--- src/bus_pkg.sv ---
package bus_pkg;

  // ring word widths
  localparam int BUS_AW = 32;
  localparam int BUS_DW = 32;

  // byte base address of each node window
  localparam logic [BUS_AW-1:0] LCD_BASE = 32'h1000_0000;
  localparam logic [BUS_AW-1:0] BL_BASE  = 32'h1000_0010;

  // 4 words per window
  localparam int WIN_WORDS_LOG2 = 2;

  // word offsets inside the display window
  localparam logic [WIN_WORDS_LOG2-1:0] REG_CMD    = 2'd0;
  localparam logic [WIN_WORDS_LOG2-1:0] REG_DATA   = 2'd1;
  localparam logic [WIN_WORDS_LOG2-1:0] REG_STATUS = 2'd2;

  // word offset inside the backlight window
  localparam logic [WIN_WORDS_LOG2-1:0] REG_DUTY   = 2'd0;

endpackage

--- src/lcd_pkg.sv ---
package lcd_pkg;

  // one queued display byte
  // is_cmd set means RS_DC low on the wire
  typedef struct packed {
    logic       is_cmd;
    logic [7:0] value;
  } lcd_byte_t;

  // command FIFO size
  localparam int FIFO_DEPTH = 4;
  // level counts 0..FIFO_DEPTH
  localparam int FIFO_LW = 3;

  // system clocks per SCK half period
  localparam int SPI_HALF = 2;

  // idle clocks after reset before the first byte
  // short for simulation, a real panel wants far more
  localparam int POWERON_WAIT = 64;

  // bit periods of CS high between bytes
  localparam int CS_GAP = 1;

endpackage

--- src/lcd_cmd_fifo.sv ---
module lcd_cmd_fifo (
  input  logic                        clk,
  input  logic                        rst,
  input  logic                        i_push,
  input  lcd_pkg::lcd_byte_t          i_din,
  input  logic                        i_pop,
  output lcd_pkg::lcd_byte_t          o_dout,
  output logic                        o_empty,
  output logic                        o_full,
  output logic [lcd_pkg::FIFO_LW-1:0] o_level
);
  import lcd_pkg::*;

  localparam int PW = $clog2(FIFO_DEPTH);

  lcd_byte_t     mem [FIFO_DEPTH];
  logic [PW-1:0] wr_ptr;
  logic [PW-1:0] rd_ptr;
  logic          do_push;
  logic          do_pop;

  // guarded strobes, the ports are trusted but never overrun the buffer
  assign do_push = i_push && !o_full;
  assign do_pop  = i_pop && !o_empty;

  // pointers wrap on their own, depth is a power of two
  always_ff @(posedge clk)
  begin
    if (rst)
    begin
      wr_ptr  <= '0;
      rd_ptr  <= '0;
      o_level <= '0;
    end
    else
    begin
      if (do_push)
        wr_ptr <= wr_ptr + 1'b1;
      if (do_pop)
        rd_ptr <= rd_ptr + 1'b1;
      // push and pop together leave the level alone
      case ({do_push, do_pop})
        2'b10:   o_level <= o_level + 1'b1;
        2'b01:   o_level <= o_level - 1'b1;
        default: o_level <= o_level;
      endcase
    end
  end

  // storage, no reset
  always_ff @(posedge clk)
  begin
    if (do_push)
      mem[wr_ptr] <= i_din;
  end

  // head entry visible before the pop
  assign o_dout  = mem[rd_ptr];
  assign o_empty = (o_level == '0);
  assign o_full  = (o_level == FIFO_LW'(FIFO_DEPTH));

  // serializer only pops a non-empty queue
  a_no_pop_empty: assert property (@(posedge clk) disable iff (rst) i_pop |-> !o_empty)
    else $error("fifo popped while empty");
  // controller drops writes itself once full
  a_no_push_full: assert property (@(posedge clk) disable iff (rst) i_push |-> !o_full)
    else $error("fifo pushed while full");

endmodule

--- src/spi_lcd_serializer.sv ---
module spi_lcd_serializer (
  input  logic               clk,
  input  logic               rst,
  input  logic               i_empty,
  input  lcd_pkg::lcd_byte_t i_byte,
  output logic               o_pop,
  output logic               o_busy,
  output logic               o_sck,
  output logic               o_data,
  output logic               o_rs_dc,
  output logic               o_cs
);
  import lcd_pkg::*;

  // clocks per SPI bit and per inter-byte gap
  localparam int BIT_CLKS = 2 * SPI_HALF;
  localparam int GAP_CLKS = CS_GAP * BIT_CLKS;
  localparam int DIV_W    = $clog2(BIT_CLKS);
  // one timer serves both the power-on wait and the gap
  localparam int TMR_W    = $clog2(POWERON_WAIT + GAP_CLKS);

  typedef enum logic [1:0] {
    ST_WAIT,
    ST_IDLE,
    ST_SHIFT,
    ST_GAP
  } state_t;

  state_t           state;
  logic [TMR_W-1:0] tmr;
  logic [DIV_W-1:0] div;
  logic [2:0]       bit_idx;
  logic [7:0]       byte_q;

  // take the head byte as soon as idle
  assign o_pop  = (state == ST_IDLE) && !i_empty;
  assign o_busy = (state == ST_SHIFT) || (state == ST_GAP);

  always_ff @(posedge clk)
  begin
    if (rst)
    begin
      state   <= ST_WAIT;
      tmr     <= TMR_W'(POWERON_WAIT - 1);
      div     <= '0;
      bit_idx <= '0;
      o_cs    <= 1'b1;
      o_sck   <= 1'b0;
      o_data  <= 1'b0;
      o_rs_dc <= 1'b0;
    end
    else
    begin
      case (state)
        // panel power-on settle, pins parked
        ST_WAIT:
        begin
          if (tmr == '0)
            state <= ST_IDLE;
          else
            tmr <= tmr - 1'b1;
        end
        ST_IDLE:
        begin
          if (!i_empty)
          begin
            // open the frame with the MSB already on DATA
            state   <= ST_SHIFT;
            o_cs    <= 1'b0;
            o_rs_dc <= !i_byte.is_cmd;
            o_data  <= i_byte.value[7];
            div     <= '0;
            bit_idx <= 3'd7;
          end
        end
        ST_SHIFT:
        begin
          if (div == DIV_W'(BIT_CLKS - 1))
          begin
            // end of bit period, SCK falls here
            div   <= '0;
            o_sck <= 1'b0;
            if (bit_idx == 3'd0)
            begin
              state <= ST_GAP;
              o_cs  <= 1'b1;
              tmr   <= TMR_W'(GAP_CLKS - 1);
            end
            else
            begin
              bit_idx <= bit_idx - 3'd1;
              o_data  <= byte_q[bit_idx - 3'd1];
            end
          end
          else
          begin
            div <= div + 1'b1;
            // second half of the bit, panel samples on this rise
            if (div == DIV_W'(SPI_HALF - 1))
              o_sck <= 1'b1;
          end
        end
        ST_GAP:
        begin
          if (tmr == '0)
            state <= ST_IDLE;
          else
            tmr <= tmr - 1'b1;
        end
        default: state <= ST_IDLE;
      endcase
    end
  end

  // byte being shifted, no reset
  always_ff @(posedge clk)
  begin
    if (o_pop)
      byte_q <= i_byte.value;
  end

  // clock only toggles inside a frame
  a_sck_idle_low: assert property (@(posedge clk) disable iff (rst) o_cs |-> !o_sck)
    else $error("sck high while cs deasserted");

endmodule

--- src/st7735r_ctrl.sv ---
module st7735r_ctrl (
  input  logic                       clk,
  input  logic                       rst,
  input  logic                       i_bus_req,
  input  logic                       i_bus_ack,
  input  logic                       i_bus_write,
  input  logic [bus_pkg::BUS_AW-1:0] i_bus_addr,
  input  logic [bus_pkg::BUS_DW-1:0] i_bus_data,
  output logic                       o_bus_req,
  output logic                       o_bus_ack,
  output logic                       o_bus_write,
  output logic [bus_pkg::BUS_AW-1:0] o_bus_addr,
  output logic [bus_pkg::BUS_DW-1:0] o_bus_data,
  output logic                       o_sck,
  output logic                       o_data,
  output logic                       o_rs_dc,
  output logic                       o_cs
);
  import bus_pkg::*;
  import lcd_pkg::*;

  // lowest address bit above the window offset
  localparam int WIN_LSB = WIN_WORDS_LOG2 + 2;

  logic                      hit;
  logic [WIN_WORDS_LOG2-1:0] reg_off;
  logic                      wr_byte;
  logic                      push;
  lcd_byte_t                 push_byte;
  lcd_byte_t                 fifo_dout;
  logic                      fifo_empty;
  logic                      fifo_full;
  logic [FIFO_LW-1:0]        fifo_level;
  logic                      pop;
  logic                      busy;
  logic                      overflow;
  logic [BUS_DW-1:0]         status_word;

  // window decode
  assign hit     = i_bus_req && (i_bus_addr[BUS_AW-1:WIN_LSB] == LCD_BASE[BUS_AW-1:WIN_LSB]);
  assign reg_off = i_bus_addr[WIN_LSB-1:2];

  // CMD and DATA writes queue the low byte
  assign wr_byte          = hit && i_bus_write && (reg_off == REG_CMD || reg_off == REG_DATA);
  assign push             = wr_byte && !fifo_full;
  assign push_byte.is_cmd = (reg_off == REG_CMD);
  assign push_byte.value  = i_bus_data[7:0];

  // level [2:0], overflow [4], busy [5]
  assign status_word = {{(BUS_DW - FIFO_LW - 3){1'b0}}, busy, overflow, 1'b0, fifo_level};

  // claimed words stop here
  always_ff @(posedge clk)
  begin
    if (rst)
    begin
      o_bus_req <= 1'b0;
      o_bus_ack <= 1'b0;
    end
    else
    begin
      o_bus_req <= i_bus_req && !hit;
      o_bus_ack <= i_bus_ack || hit;
    end
  end

  // payload passes through except on a claimed read
  always_ff @(posedge clk)
  begin
    o_bus_write <= i_bus_write;
    o_bus_addr  <= i_bus_addr;
    o_bus_data  <= i_bus_data;
    if (hit && !i_bus_write)
      o_bus_data <= (reg_off == REG_STATUS) ? status_word : '0;
  end

  // sticky overflow cleared by any STATUS write
  always_ff @(posedge clk)
  begin
    if (rst)
      overflow <= 1'b0;
    else if (wr_byte && fifo_full)
      overflow <= 1'b1;
    else if (hit && i_bus_write && reg_off == REG_STATUS)
      overflow <= 1'b0;
  end

  lcd_cmd_fifo u_fifo (
    .clk     (clk),
    .rst     (rst),
    .i_push  (push),
    .i_din   (push_byte),
    .i_pop   (pop),
    .o_dout  (fifo_dout),
    .o_empty (fifo_empty),
    .o_full  (fifo_full),
    .o_level (fifo_level)
  );

  spi_lcd_serializer u_ser (
    .clk     (clk),
    .rst     (rst),
    .i_empty (fifo_empty),
    .i_byte  (fifo_dout),
    .o_pop   (pop),
    .o_busy  (busy),
    .o_sck   (o_sck),
    .o_data  (o_data),
    .o_rs_dc (o_rs_dc),
    .o_cs    (o_cs)
  );

  // an ack raised by this node marks a claim and must leave with req low
  a_claim_ends_req: assert property (@(posedge clk) disable iff (rst)
    (o_bus_ack && !$past(i_bus_ack)) |-> !o_bus_req)
    else $error("claimed ring word left with req high");

endmodule

--- src/backlight_pwm.sv ---
module backlight_pwm (
  input  logic                       clk,
  input  logic                       rst,
  input  logic                       i_bus_req,
  input  logic                       i_bus_ack,
  input  logic                       i_bus_write,
  input  logic [bus_pkg::BUS_AW-1:0] i_bus_addr,
  input  logic [bus_pkg::BUS_DW-1:0] i_bus_data,
  output logic                       o_bus_req,
  output logic                       o_bus_ack,
  output logic                       o_bus_write,
  output logic [bus_pkg::BUS_AW-1:0] o_bus_addr,
  output logic [bus_pkg::BUS_DW-1:0] o_bus_data,
  output logic                       o_bl_pwm
);
  import bus_pkg::*;

  localparam int WIN_LSB = WIN_WORDS_LOG2 + 2;

  logic                      hit;
  logic [WIN_WORDS_LOG2-1:0] reg_off;
  logic [7:0]                duty;
  logic [7:0]                pwm_cnt;

  assign hit     = i_bus_req && (i_bus_addr[BUS_AW-1:WIN_LSB] == BL_BASE[BUS_AW-1:WIN_LSB]);
  assign reg_off = i_bus_addr[WIN_LSB-1:2];

  // ring control and duty register
  always_ff @(posedge clk)
  begin
    if (rst)
    begin
      o_bus_req <= 1'b0;
      o_bus_ack <= 1'b0;
      duty      <= '0;
    end
    else
    begin
      o_bus_req <= i_bus_req && !hit;
      o_bus_ack <= i_bus_ack || hit;
      if (hit && i_bus_write && reg_off == REG_DUTY)
        duty <= i_bus_data[7:0];
    end
  end

  // ring payload, read of DUTY returns it zero extended
  always_ff @(posedge clk)
  begin
    o_bus_write <= i_bus_write;
    o_bus_addr  <= i_bus_addr;
    o_bus_data  <= i_bus_data;
    if (hit && !i_bus_write)
      o_bus_data <= (reg_off == REG_DUTY) ? {{(BUS_DW - 8){1'b0}}, duty} : '0;
  end

  // free running period of 256 clocks
  // high for exactly duty counts, 0 means off
  always_ff @(posedge clk)
  begin
    if (rst)
    begin
      pwm_cnt  <= '0;
      o_bl_pwm <= 1'b0;
    end
    else
    begin
      pwm_cnt  <= pwm_cnt + 1'b1;
      o_bl_pwm <= (pwm_cnt < duty);
    end
  end

endmodule

--- src/lcd_subsystem_top.sv ---
module lcd_subsystem_top (
  input  logic                       clk,
  input  logic                       rst,
  input  logic                       i_bus_req,
  input  logic                       i_bus_ack,
  input  logic                       i_bus_write,
  input  logic [bus_pkg::BUS_AW-1:0] i_bus_addr,
  input  logic [bus_pkg::BUS_DW-1:0] i_bus_data,
  output logic                       o_bus_req,
  output logic                       o_bus_ack,
  output logic                       o_bus_write,
  output logic [bus_pkg::BUS_AW-1:0] o_bus_addr,
  output logic [bus_pkg::BUS_DW-1:0] o_bus_data,
  output logic                       o_sck,
  output logic                       o_data,
  output logic                       o_rs_dc,
  output logic                       o_cs,
  output logic                       o_bl_pwm
);
  import bus_pkg::*;

  // ring segment between display node and backlight node
  logic              mid_req;
  logic              mid_ack;
  logic              mid_write;
  logic [BUS_AW-1:0] mid_addr;
  logic [BUS_DW-1:0] mid_data;

  // first hop, display controller
  st7735r_ctrl u_lcd (
    .clk         (clk),
    .rst         (rst),
    .i_bus_req   (i_bus_req),
    .i_bus_ack   (i_bus_ack),
    .i_bus_write (i_bus_write),
    .i_bus_addr  (i_bus_addr),
    .i_bus_data  (i_bus_data),
    .o_bus_req   (mid_req),
    .o_bus_ack   (mid_ack),
    .o_bus_write (mid_write),
    .o_bus_addr  (mid_addr),
    .o_bus_data  (mid_data),
    .o_sck       (o_sck),
    .o_data      (o_data),
    .o_rs_dc     (o_rs_dc),
    .o_cs        (o_cs)
  );

  // second hop, backlight
  backlight_pwm u_bl (
    .clk         (clk),
    .rst         (rst),
    .i_bus_req   (mid_req),
    .i_bus_ack   (mid_ack),
    .i_bus_write (mid_write),
    .i_bus_addr  (mid_addr),
    .i_bus_data  (mid_data),
    .o_bus_req   (o_bus_req),
    .o_bus_ack   (o_bus_ack),
    .o_bus_write (o_bus_write),
    .o_bus_addr  (o_bus_addr),
    .o_bus_data  (o_bus_data),
    .o_bl_pwm    (o_bl_pwm)
  );

endmodule

--- config.mk ---
export PLATFORM = sky130hd
export DESIGN_NAME = lcd_subsystem_top
export DESIGN_NICKNAME = d
export VERILOG_FILES = /design/src/bus_pkg.sv /design/src/lcd_pkg.sv /design/src/lcd_cmd_fifo.sv /design/src/spi_lcd_serializer.sv /design/src/st7735r_ctrl.sv /design/src/backlight_pwm.sv /design/src/lcd_subsystem_top.sv
export SDC_FILE = /design/constraint.sdc
export NUM_CORES = 1
export LEC_CHECK = 0
export BUFFER_PORTS_ARGS = -buffer_cell sky130_fd_sc_hd__buf_2
export CAP_MARGIN = 20
export CORE_ASPECT_RATIO = 0.8
export CORE_UTILIZATION = 35
export DETAILED_ROUTE_END_ITERATION = 8
export PLACE_DENSITY = 0.54
export SLEW_MARGIN = 20
export SYNTH_ARGS = -nofsm -noshare
export SYNTH_HDL_FRONTEND = slang
export SYNTH_SLANG_ARGS = --single-unit
--- constraint.sdc ---
create_clock -name clk -period 3.5 [get_ports clk]
set_input_delay 0 -clock clk [delete_from_list [all_inputs] [get_ports clk]]
set_output_delay 0 -clock clk [all_outputs]
set_load 0.05 [all_outputs]
# Yosys cells after proc, flatten, opt, wreduce, memory -nomap -nowiden
# Memory sizes are Yosys's and may differ from the RTL's. A register that Yosys moved wholly into a read port is not among the register bits.
# Index checks and enable logic that the tools add are counted.
[classes] addsub=8 order_cmp=2 n_eq_ne=18 mux=39 bitwise_logic=1 n_reduce_logical=46
[ops] cell="2-to-1 mux 32 bit" n=2
[ops] cell="== test 28 x 25 -> 1 bit (second input constant)" n=2
[ops] cell="2-to-1 mux 7 bit" n=3
[ops] cell="logical AND 1 bit" n=16
[ops] cell="2-to-1 mux 2 bit" n=8
[ops] cell="AND reduction 4 bit" n=4
[ops] cell="case mux 7 bit (2 select lines)" n=1
[ops] cell="2-to-1 mux 1 bit" n=13
[ops] cell="case mux 3 bit (2 select lines)" n=2
[ops] cell="== test 2 bit (second input constant)" n=5
[ops] cell="nonzero test 2 bit" n=5
[ops] cell="2-to-1 mux 3 bit" n=3
[ops] cell="adder 8 x 1 -> 8 bit (second input constant)" n=1
[ops] cell="== test 2 x 1 -> 1 bit (second input constant)" n=4
[ops] cell="less-than comparator 8 bit" n=1
[ops] cell="2-to-1 mux 8 bit" n=1
[ops] cell="zero test 1 bit" n=7
[ops] cell="zero test 7 bit" n=1
[ops] cell="subtractor 7 x 1 -> 7 bit (second input constant)" n=1
[ops] cell="adder 2 x 1 -> 2 bit (second input constant)" n=3
[ops] cell="zero test 2 bit" n=3
[ops] cell="zero test 3 bit" n=2
[ops] cell="2-to-1 mux 6 bit" n=1
[ops] cell="!= test 2 x 1 -> 1 bit (second input constant)" n=3
[ops] cell="other kinds (13)" n=22
[word_totals] register_bits=185 ram_bits=36 inputBits=69 out_inout_bits=72 mem_count=1
[memory_table] memory="u_lcd.u_fifo.mem" words=4 word_bits=9 rd=1 rd_ports_with_merged_regs=1 write_ports=1 line="lcd_cmd_fifo.sv:16" text="lcd_byte_t mem [FIFO_DEPTH];"

# Longest topological paths before layout
# Gate-level depths: netlist of run 1.
[depth] word_depth=8 depth_mapped=10 mapped_depth_nobuf=10

# Modules after synthesis
# A second synthesis of run 1 with hierarchy kept.
[hier_totals] hier_cells=606 area_unflattened_um2=7684.9
[by_module_without_submodules] module="backlight_pwm" n_inst=1 cells_each=224 area_each_um2=2692.6 seq_area_each_um2=1681.6
[by_module_without_submodules] module="st7735r_ctrl" n_inst=1 cells_each=140 area_each_um2=1818.0 seq_area_each_um2=1361.3
[by_module_without_submodules] module="lcd_cmd_fifo" n_inst=1 cells_each=101 area_each_um2=1773.0 seq_area_each_um2=1261.2
[by_module_without_submodules] module="spi_lcd_serializer" n_inst=1 cells_each=141 area_each_um2=1401.3 seq_area_each_um2=600.6

# Worst setup path before layout of run 1
# OpenSTA, ideal clock, no wires.
[synth_path] kind="reg2reg" from="register u_lcd.u_ser.state[0]" to="register u_lcd.u_fifo.o_level[2] (netlist name)" setup_time_ns=0.071 arrival_ns=2.263 required_time_ns=3.429 slack_ns=1.167 path_stages_with_launch=9 n_path_buf=0 path_cell_list="dfxtp_1 -> ha_1 -> o31a_1 -> ha_1 -> inv_1 -> fa_1 -> xor2_1 -> or3_1 -> a21oi_1"
[synth_via] elab_chain_cells=5 word_cells_on_any_way=7 classes_between="eq/ne (3); mux (1); reduce/logical (3)"
[synth_lines] element="start, declared" line="spi_lcd_serializer.sv:29" text="state_t state;"
[synth_lines] element="start signal, assigned" line="spi_lcd_serializer.sv:43" text="state <= ST_WAIT;"
[synth_lines] element="start signal, assigned" line="spi_lcd_serializer.sv:59" text="state <= ST_IDLE;"
[synth_lines] element="start signal, assigned" line="spi_lcd_serializer.sv:68" text="state <= ST_SHIFT;"
[synth_lines] element="== test 2 x 1 -> 1 bit (*)" line="spi_lcd_serializer.sv:36" text="assign o_pop = (state == ST_IDLE) && !i_empty;"
[synth_lines] element="logical AND 1 bit (*)" line="spi_lcd_serializer.sv:36"
[synth_lines] element="via u_lcd.pop" line="st7735r_ctrl.sv:34" text="logic pop;"
[synth_lines] element="logical AND 1 bit (*)" line="lcd_cmd_fifo.sv:24" text="assign do_pop = i_pop && !o_empty;"
[synth_lines] element="== test 2 x 1 -> 1 bit or == test 2 bit (tied branches)" line="lcd_cmd_fifo.sv:42" text="case ({do_push, do_pop})"
[synth_lines] element="case mux 3 bit (2 select lines) or nonzero test 2 bit (tied branches)"
[synth_lines] element="end signal, assigned" line="lcd_cmd_fifo.sv:43" text="2'b10: o_level <= o_level + 1'b1;"
[synth_lines] element="end signal, assigned" line="lcd_cmd_fifo.sv:44" text="2'b01: o_level <= o_level - 1'b1;"
[synth_lines] element="end signal, assigned" line="lcd_cmd_fifo.sv:45" text="default: o_level <= o_level;"
[synth_lines] element="end, declared" line="lcd_cmd_fifo.sv:10" text="output logic [lcd_pkg::FIFO_LW-1:0] o_level"
# The timed path passes the listed nets; every way through them passes the cells marked *.
# A chain may end at the register's enable or synchronous reset.

# Worst setup path after layout of run 1
[layout_path] from="input port i_bus_addr[5] (netlist name)" to="register u_lcd.u_fifo.o_level[2] (netlist name)"
[layout_via] elab_chain_cells=8 word_cells_on_any_way=10 classes_between="eq/ne (3); mux (1); reduce/logical (6)"
[layout_lines] element="start, declared" line="lcd_subsystem_top.sv:7" text="input logic [bus_pkg::BUS_AW-1:0] i_bus_addr,"
[layout_lines] element="== test 28 x 25 -> 1 bit (*)" line="st7735r_ctrl.sv:40" text="assign hit = i_bus_req && (i_bus_addr[BUS_AW-1:WIN_LSB] == LCD_BASE[BUS_AW-1:WIN_LSB]);"
[layout_lines] element="logical AND 1 bit (*)" line="st7735r_ctrl.sv:40"
[layout_lines] element="logical AND 1 bit (*) (2 in series)" line="st7735r_ctrl.sv:44" text="assign wr_byte = hit && i_bus_write && (reg_off == REG_CMD || reg_off == REG_DATA);"
[layout_lines] element="logical AND 1 bit (*)" line="st7735r_ctrl.sv:45" text="assign push = wr_byte && !fifo_full;"
[layout_lines] element="logical AND 1 bit (*)" line="lcd_cmd_fifo.sv:23" text="assign do_push = i_push && !o_full;"
[layout_lines] element="== test 2 x 1 -> 1 bit or == test 2 bit (tied branches)" line="lcd_cmd_fifo.sv:42"
[layout_lines] element="case mux 3 bit (2 select lines) or nonzero test 2 bit (tied branches)"
# Every way passes the cells marked *; elsewhere a longest branch is shown, timed or not.

==> flow_metrics.env, run 1 <==
export IMPL_clock_sinks=223
export IMPL_holdWs_ns=0.136
export IMPL_cts_tree="built"
export IMPL_maxCapViolCount=0
export IMPL_crit_type="in -> reg"
export IMPL_period_needed_ns=2.61
export IMPL_power_frac_seq_pct=47.4
export IMPL_drt_first_pass_iters=6
export IMPL_setup_tns_final_ns=0
export IMPL_num_nets_final=890
export IMPL_endpoint="u_lcd.u_fifo.o_level[2]"
export IMPL_internal_power_mw=4.45
export IMPL_dieArea_mm2=0.0216
export IMPL_grt_pass1_vias=5025
export IMPL_rrSetupSlack_ns=0.97
export IMPL_hold_path_class="in -> reg"
export IMPL_critical_path_arrival_ns=3.02
export IMPL_syn_to_final_growth_pct=32.9
export IMPL_synthTopCellsByCount="dfxtp_1, nor2b_1, edfxtp_1, nor2_1, inv_1"
export IMPL_ir_drop_mv=0.368
export IMPL_cp_max_fo=7
export IMPL_place_hpwl_um=10600
export IMPL_drt_wl_total_um=15500
export IMPL_grt_max_degree=50
export IMPL_row_count=47
export IMPL_yosys_top_cells_area="dfxtp_1, edfxtp_1, nor2b_1, ha_1, mux4_2"
export IMPL_slew_viol_final=0
export IMPL_synth_warnings=0
export IMPL_place_gp_congestion=0.784
export IMPL_clk_insertion_delay_late_ns=0.49
export IMPL_cts_buffers_inserted=23
export IMPL_p_clk_share_pct=39.0
export IMPL_antennaDiodeCount=0
export IMPL_cp_required_ns=3.91
export IMPL_hold_violations=0
export IMPL_syn_inst=576
export IMPL_post_cts_setup_buffer_count=0
export IMPL_post_route_period_util_pct=74.7
export IMPL_rsz0062_at_grt="false"
export IMPL_htree_levels=1
export IMPL_async_reset_ff_share_pct=0
export IMPL_avgSynthCellArea_um2=12.8
export IMPL_drcViolationCount=1
export IMPL_yosysMostFrequentCell="dfxtp_1"
export IMPL_yosysTopAreaCellShare_pct=48.7
export IMPL_relSlewSlack_pct=38.9
export IMPL_clk_pin_slew_worst_paths_ns=0.06
export IMPL_max_clock_freq_mhz=383
export IMPL_violations="DRC"
export IMPL_synth_fp_nets=668
export IMPL_reg2reg_from="u_lcd.u_fifo.o_level[2]"
export IMPL_drt_antenna_violating_nets=0
export IMPL_cts_buffer_depth=3
export IMPL_syn_area_mm2=0.00735
export IMPL_startpoint="i_bus_addr[5]"
export IMPL_rr_endpoint="u_lcd.u_fifo.o_level[2]"
export IMPL_vias=4830
export IMPL_routedWlPerCell_um=14.3
export IMPL_initial_core_util_pct=35.6
export IMPL_rr_worst_depth=10
export IMPL_postCtsResizedCells=0
export IMPL_power_leakage_nw=3.99
export IMPL_grtUsageTotal_pct=14.8
export IMPL_dieHeight_um=132
export IMPL_status="complete, but fails checks"
export IMPL_grt_overflow=0
export IMPL_tightest_slew_ns=0.916
export IMPL_netSwitchingFraction_pct=25.2
export IMPL_netSwitchingPower_mw=1.50
export IMPL_startpoint_type="primary input"
export IMPL_setup_violations=0
export IMPL_layout_setup_ws_ns=0.887
export IMPL_ys_types=52
export IMPL_port_buffer_count=140
export IMPL_antenna_found_initial=0
export IMPL_synthFlopType="dfxtp_1"
export IMPL_viasPerCell=4.46
export IMPL_core_region_area_mm2=0.0206
export IMPL_dpl_worst_slack_ns=0.971
export IMPL_finClkSkew_ns=0.00800
export IMPL_p_per_area_mw_per_mm2=609
export IMPL_ios=141
export IMPL_grt_pass1_wl_um=25400
export IMPL_dieWidth_um=164
export IMPL_drt_iter0_markers=241
export IMPL_critPathCaptureType="flop"
export IMPL_yosysSeqAreaShare_pct=66.7
export IMPL_root_buffer="clkbuf_16"
export IMPL_synth_edff_count=44
export IMPL_comb_power_share_pct=13.6
export IMPL_drive_gt1_share_pct=25.5
export IMPL_synth_top_cell_by_area="dfxtp_1"
export IMPL_ys_seq_elements=223
## logic make-up after synthesis
kind of cell	after synthesis	synth area share, %
AOI/OAI and AO/OA	58	4.90
buffers and inverters	51	2.71
and+or+nand+nor	183	14.9
adders and majority gates	23	4.02
muxes	21	4.75
DFF	223	66.7
xor gates and xnor gates	17	2.03
## worst max-delay path, cell delays in order
cell and delay (ns):
dlygate4sd3_1 0.55, buf_2 0.13, nor4_1 0.37, nand4_1 0.36, nor4_4 0.52, inv_1 0.09
ha_1 0.23, inv_1 0.08, fa_1 0.17, xor2_1 0.07, or3_1 0.30, a21oi_1 0.15
## registers in the layout (all words and copies together), names as in the netlist, 2 cells and up, named ones only
name,cells
u_bl.duty,8
u_bl.o_bus_addr,32
u_bl.o_bus_data,32
u_bl.pwm_cnt,8
u_lcd.o_bus_addr,32
u_lcd.o_bus_data,32
u_lcd.u_fifo.mem,36
u_lcd.u_fifo.o_level,3
u_lcd.u_fifo.rd_ptr,2
u_lcd.u_fifo.wr_ptr,2
u_lcd.u_ser.bit_idx,3
u_lcd.u_ser.byte_q,8
u_lcd.u_ser.div,2
u_lcd.u_ser.state,2
u_lcd.u_ser.tmr,7
## metrics by stage
step	cells	total power, mW	instance area, µm²	util [%]
after floorplan	576	3.41	7350	-
after global placement	974	3.59	8370	40.5
after detailed placement	974	3.62	8370	40.5
after CTS	1082	6.01	9770	47.4
after global routing	1082	6.20	9770	47.4
final	1082	5.95	9770	47.4
## worst min-delay path by stage
stage / from / slack [ns] / cells after the start / endpoint
final: rst / 0.14 / 2 / u_bl.o_bus_ack
after global routing: i_bus_addr[1] / 0.14 / 2 / u_lcd.o_bus_addr[1]
after CTS: rst / 0.11 / 2 / u_bl.pwm_cnt[0]
after detailed placement: i_bus_addr[1] / 0.11 / 1 / u_lcd.o_bus_addr[1]
after global placement: i_bus_addr[0] / 0.11 / 1 / u_lcd.o_bus_addr[0]
after floorplan: i_bus_addr[0] / 0.03 / 0 / u_lcd.o_bus_addr[0]
## cells in the final DEF, fill, tap and decap left out, types with 2 or more instances in the layout
| master | instances |
|---|---|
| inv_1 | 35 |
| nor3_1 | 9 |
| clkbuf_16 | 23 |
| nor2_1 | 43 |
| nor2b_1 | 55 |
| clkbuf_1 | 5 |
| nand3_1 | 20 |
| a21oi_1 | 13 |
| dfxtp_1 | 179 |
| a211oi_1 | 5 |
| or3_1 | 2 |
| clkinv_2 | 4 |
| nor4_4 | 4 |
| nand4_1 | 4 |
| nand2_1 | 7 |
| ha_1 | 22 |
| mux2i_1 | 9 |
| nor4_2 | 3 |
| edfxtp_1 | 44 |
| nor4b_1 | 3 |
| nand3b_1 | 3 |
| mux4_2 | 11 |
| o21bai_1 | 6 |
| nand2b_1 | 5 |
| xnor2_1 | 4 |
| a21o_1 | 3 |
| o21ai_0 | 21 |
| xor2_1 | 13 |
| clkbuf_8 | 5 |
| buf_2 | 140 |
| dlygate4sd3_1 | 68 |
| and2_1 | 5 |
| and3_1 | 4 |
| buf_4 | 5 |
| nor4_1 | 8 |
## cell type report
class | count | area (µm²)
fill | 1803 | 10900
sequential | 223 | 4900
multi-input combinational | 302 | 2260
timing repair buffer | 213 | 1420
clock buffer | 34 | 668
tap | 269 | 337
inverter | 35 | 131
clock inverter | 6 | 57.6
## what timing repair did
item | in CTS | in global routing
endpoints found under the setup margin | 0 | 0
hold buffers | 68 | 0
endpoints found under the hold margin | 105 | 0
## per-layer routing
layer	vias to the layer above	part of all wire, %	global-route usage, %
met5	-	0	0
met1	2291	44	18.5
met3	27	3.7	2.78
met4	0	2.3	4.32
li1	2422	-	-
met2	90	50	25.7
## power by group through the flow
stage	clock, mW	combinational (mW)	sequential (mW)
after global placement	0	0.724	2.87
after floorplan	0	0.396	3.02
final	2.32	0.809	2.82
after detailed placement	0	0.744	2.87
after CTS	2.38	0.806	2.82
after global routing	2.48	0.887	2.83
Power figures use the tool's default switching activity.
==> run 2, diff against run 1 <==
--- a/config.mk
+++ b/config.mk
@@ -10,7 +10,7 @@
 export CORE_ASPECT_RATIO = 0.8
 export CORE_UTILIZATION = 35
 export DETAILED_ROUTE_END_ITERATION = 8
-export PLACE_DENSITY = 0.54
+export PLACE_DENSITY = 0.56
 export SLEW_MARGIN = 20
 export SYNTH_ARGS = -nofsm -noshare
 export SYNTH_HDL_FRONTEND = slang
==> constraint.sdc (replaced) <==
create_clock -name clk -period 2.4 [get_ports clk]
set_input_delay 0 -clock clk [delete_from_list [all_inputs] [get_ports clk]]
set_output_delay 0 -clock clk [all_outputs]
set_load 0.05 [all_outputs]
==> flow_metrics.env, run 2 (synthesis gave the netlist of run 1 again) <==
export IMPL_status="complete, but fails checks"
export IMPL_violations="DRC"
export IMPL_path_cells="or3b_4, nand3b_1, nor4_4, inv_1, ha_2, inv_1, fa_1, xor2_1, or3_1, a21oi_2"
export IMPL_num_nets_final=905
export IMPL_p_per_area_mw_per_mm2=873
export IMPL_top_register="u_lcd.u_fifo.mem"
export IMPL_viasPerCell=4.46
export IMPL_clk_insertion_delay_late_ns=0.50
export IMPL_dieHeight_um=132
export IMPL_dieArea_mm2=0.0216
export IMPL_drt_antenna_violating_nets=0
export IMPL_antenna_found_initial=0
export IMPL_drcViolationCount=1
export IMPL_initial_core_util_pct=35.6
export IMPL_place_gp_congestion=0.805
export IMPL_critical_path_arrival_ns=2.72
export IMPL_maxCapViolCount=0
export IMPL_drt_wl_total_um=15600
export IMPL_tightest_slew_ns=0.622
export IMPL_vias=4901
export IMPL_grt_pass1_wl_um=25300
export IMPL_drt_iter0_markers=273
export IMPL_regArea_mm2=0.00490
export IMPL_routedWlPerCell_um=14.2
export IMPL_row_count=47
export IMPL_rr_worst_depth=10
export IMPL_relSlewSlack_pct=58.5
export IMPL_hold_path_class="in -> reg"
export IMPL_post_cts_setup_buffer_count=0
export IMPL_syn_to_final_growth_pct=35.2
export IMPL_crit_type="reg -> reg"
export IMPL_clk_pin_slew_worst_paths_ns=0.06
export IMPL_largest_reg_flops=36
export IMPL_antennaDiodeCount=0
export IMPL_port_buffer_count=140
export IMPL_ios=141
export IMPL_layout_setup_ws_ns=0.113
export IMPL_holdPathStages=2
export IMPL_ir_drop_mv=0.408
export IMPL_setup_tns_final_ns=0
export IMPL_crit_top_cell="inv_1"
export IMPL_holdWs_ns=0.143
export IMPL_multi_input_area_mm2=0.00228
export IMPL_setup_violations=0
export IMPL_power_leakage_nw=4.08
export IMPL_core_region_area_mm2=0.0206
export IMPL_place_hpwl_um=10700
export IMPL_min_from="i_bus_addr[6]"
export IMPL_grtUsageTotal_pct=14.7
export IMPL_drt_first_pass_iters=8
export IMPL_htree_levels=1
export IMPL_slowest_delay_ns=0.39
export IMPL_cts_tree="built"
export IMPL_hold_violations=0
export IMPL_post_route_period_util_pct=95.3
export IMPL_report_power_total_mw=8.68
export IMPL_cts_buffers_inserted=23
export IMPL_reg2reg_from="u_lcd.u_fifo.o_level[2]"
export IMPL_grt_max_degree=41
export IMPL_grt_pass1_vias=5035
export IMPL_finClkSkew_ns=0.0155
export IMPL_critPathCaptureType="flop"
export IMPL_cp_required_ns=2.83
export IMPL_startpoint="u_lcd.u_fifo.o_level[2]"
export IMPL_drive_gt1_share_pct=27.3
export IMPL_dpl_worst_slack_ns=0.0484
export IMPL_max_clock_freq_mhz=437
export IMPL_clock_sinks=223
export IMPL_fillers=1826
export IMPL_dieWidth_um=164
export IMPL_cts_buffer_depth=3
export IMPL_cp_max_fo=2
export IMPL_mostFrequentLayoutCells="dfxtp_1, buf_2, dlygate4sd3_1"
export IMPL_period_needed_ns=2.29
export IMPL_startpoint_type="flop"
export IMPL_slowest_stage="or3b_4"
export IMPL_grt_overflow=0
export IMPL_slew_viol_final=0
export IMPL_root_buffer="clkbuf_16"
export IMPL_layout_commonest_cell="dfxtp_1"
-- run 2: changes by cell type in the layout (fill, tap and decap cells not counted), moves of 2 or more --
cell,previous run,this run
nor4_2,3,5
buf_12,0,2
clkbuf_8,5,1
clkinv_4,0,2
nor4_1,8,6
clkinv_1,0,4
buf_4,5,17
clkbuf_1,5,2
-- run 2: what timing repair did --
item	4_1_cts	5_1_grt
hold buffers	69	0
gates resized for setup	0	6
endpoints found under the hold margin	117	0
setup endpoints to repair	0	2
-- run 2: path summary, 6_finish.rpt --
| check | end | slack (ns) |
|---|---|---|
| worst min-delay path | u_lcd.o_bus_addr[6] | 0.14 |
| worst max register to register | u_lcd.u_fifo.o_level[2] | 0.11 |
| worst max-delay path | u_lcd.u_fifo.o_level[2] | 0.11 |
| worst min register to register | u_bl.o_bus_addr[1] | 0.34 |
-- run 2: routing by layer --
layer | wire length (µm) | GRT usage [%]
met4 | 272 | 4.42
met5 | 0 | 0
met2 | 7920 | 25.2
met3 | 510 | 2.59
met1 | 6910 | 18.9
-- run 2: power breakdown --
group / leakage [nW] / total, mW / switching (mW) / internal, mW
sequential: 1.89 / 4.11 / 0.105 / 4.00
clock: 0.354 / 3.37 / 1.41 / 1.96
combinational: 1.83 / 1.20 / 0.713 / 0.486
total: 4.08 / 8.68 / 2.23 / 6.45
-- run 2: final cells by class --
cell class	count	area share, %
Multi-Input combinational cell	302	23.0
Inverter	35	1.32
Timing Repair Buffer	228	15.7
Tap cell	269	3.39
Clock buffer	27	6.26
Clock inverter	14	1.03
Sequential cell	223	49.3
-- run 2: critical path, delay by kind of cell (launching register included) --
kind,cells,cell delay [ns]
buf+inv,2,0.11
fa+ha+maj,2,0.55
xor+xnor,1,0.17
compound gates,1,0.14
flops,1,0.34
simple gates,4,0.92
-- run 2: metrics by stage --
step | area, µm² | util (%) | std cells
after global placement | 8500 | 41.2 | 988
after floorplan | 7350 | - | 576
after detailed placement | 8500 | 41.2 | 988
after CTS | 9910 | 48.0 | 1098
after global routing | 9940 | 48.2 | 1098
final | 9940 | 48.2 | 1098
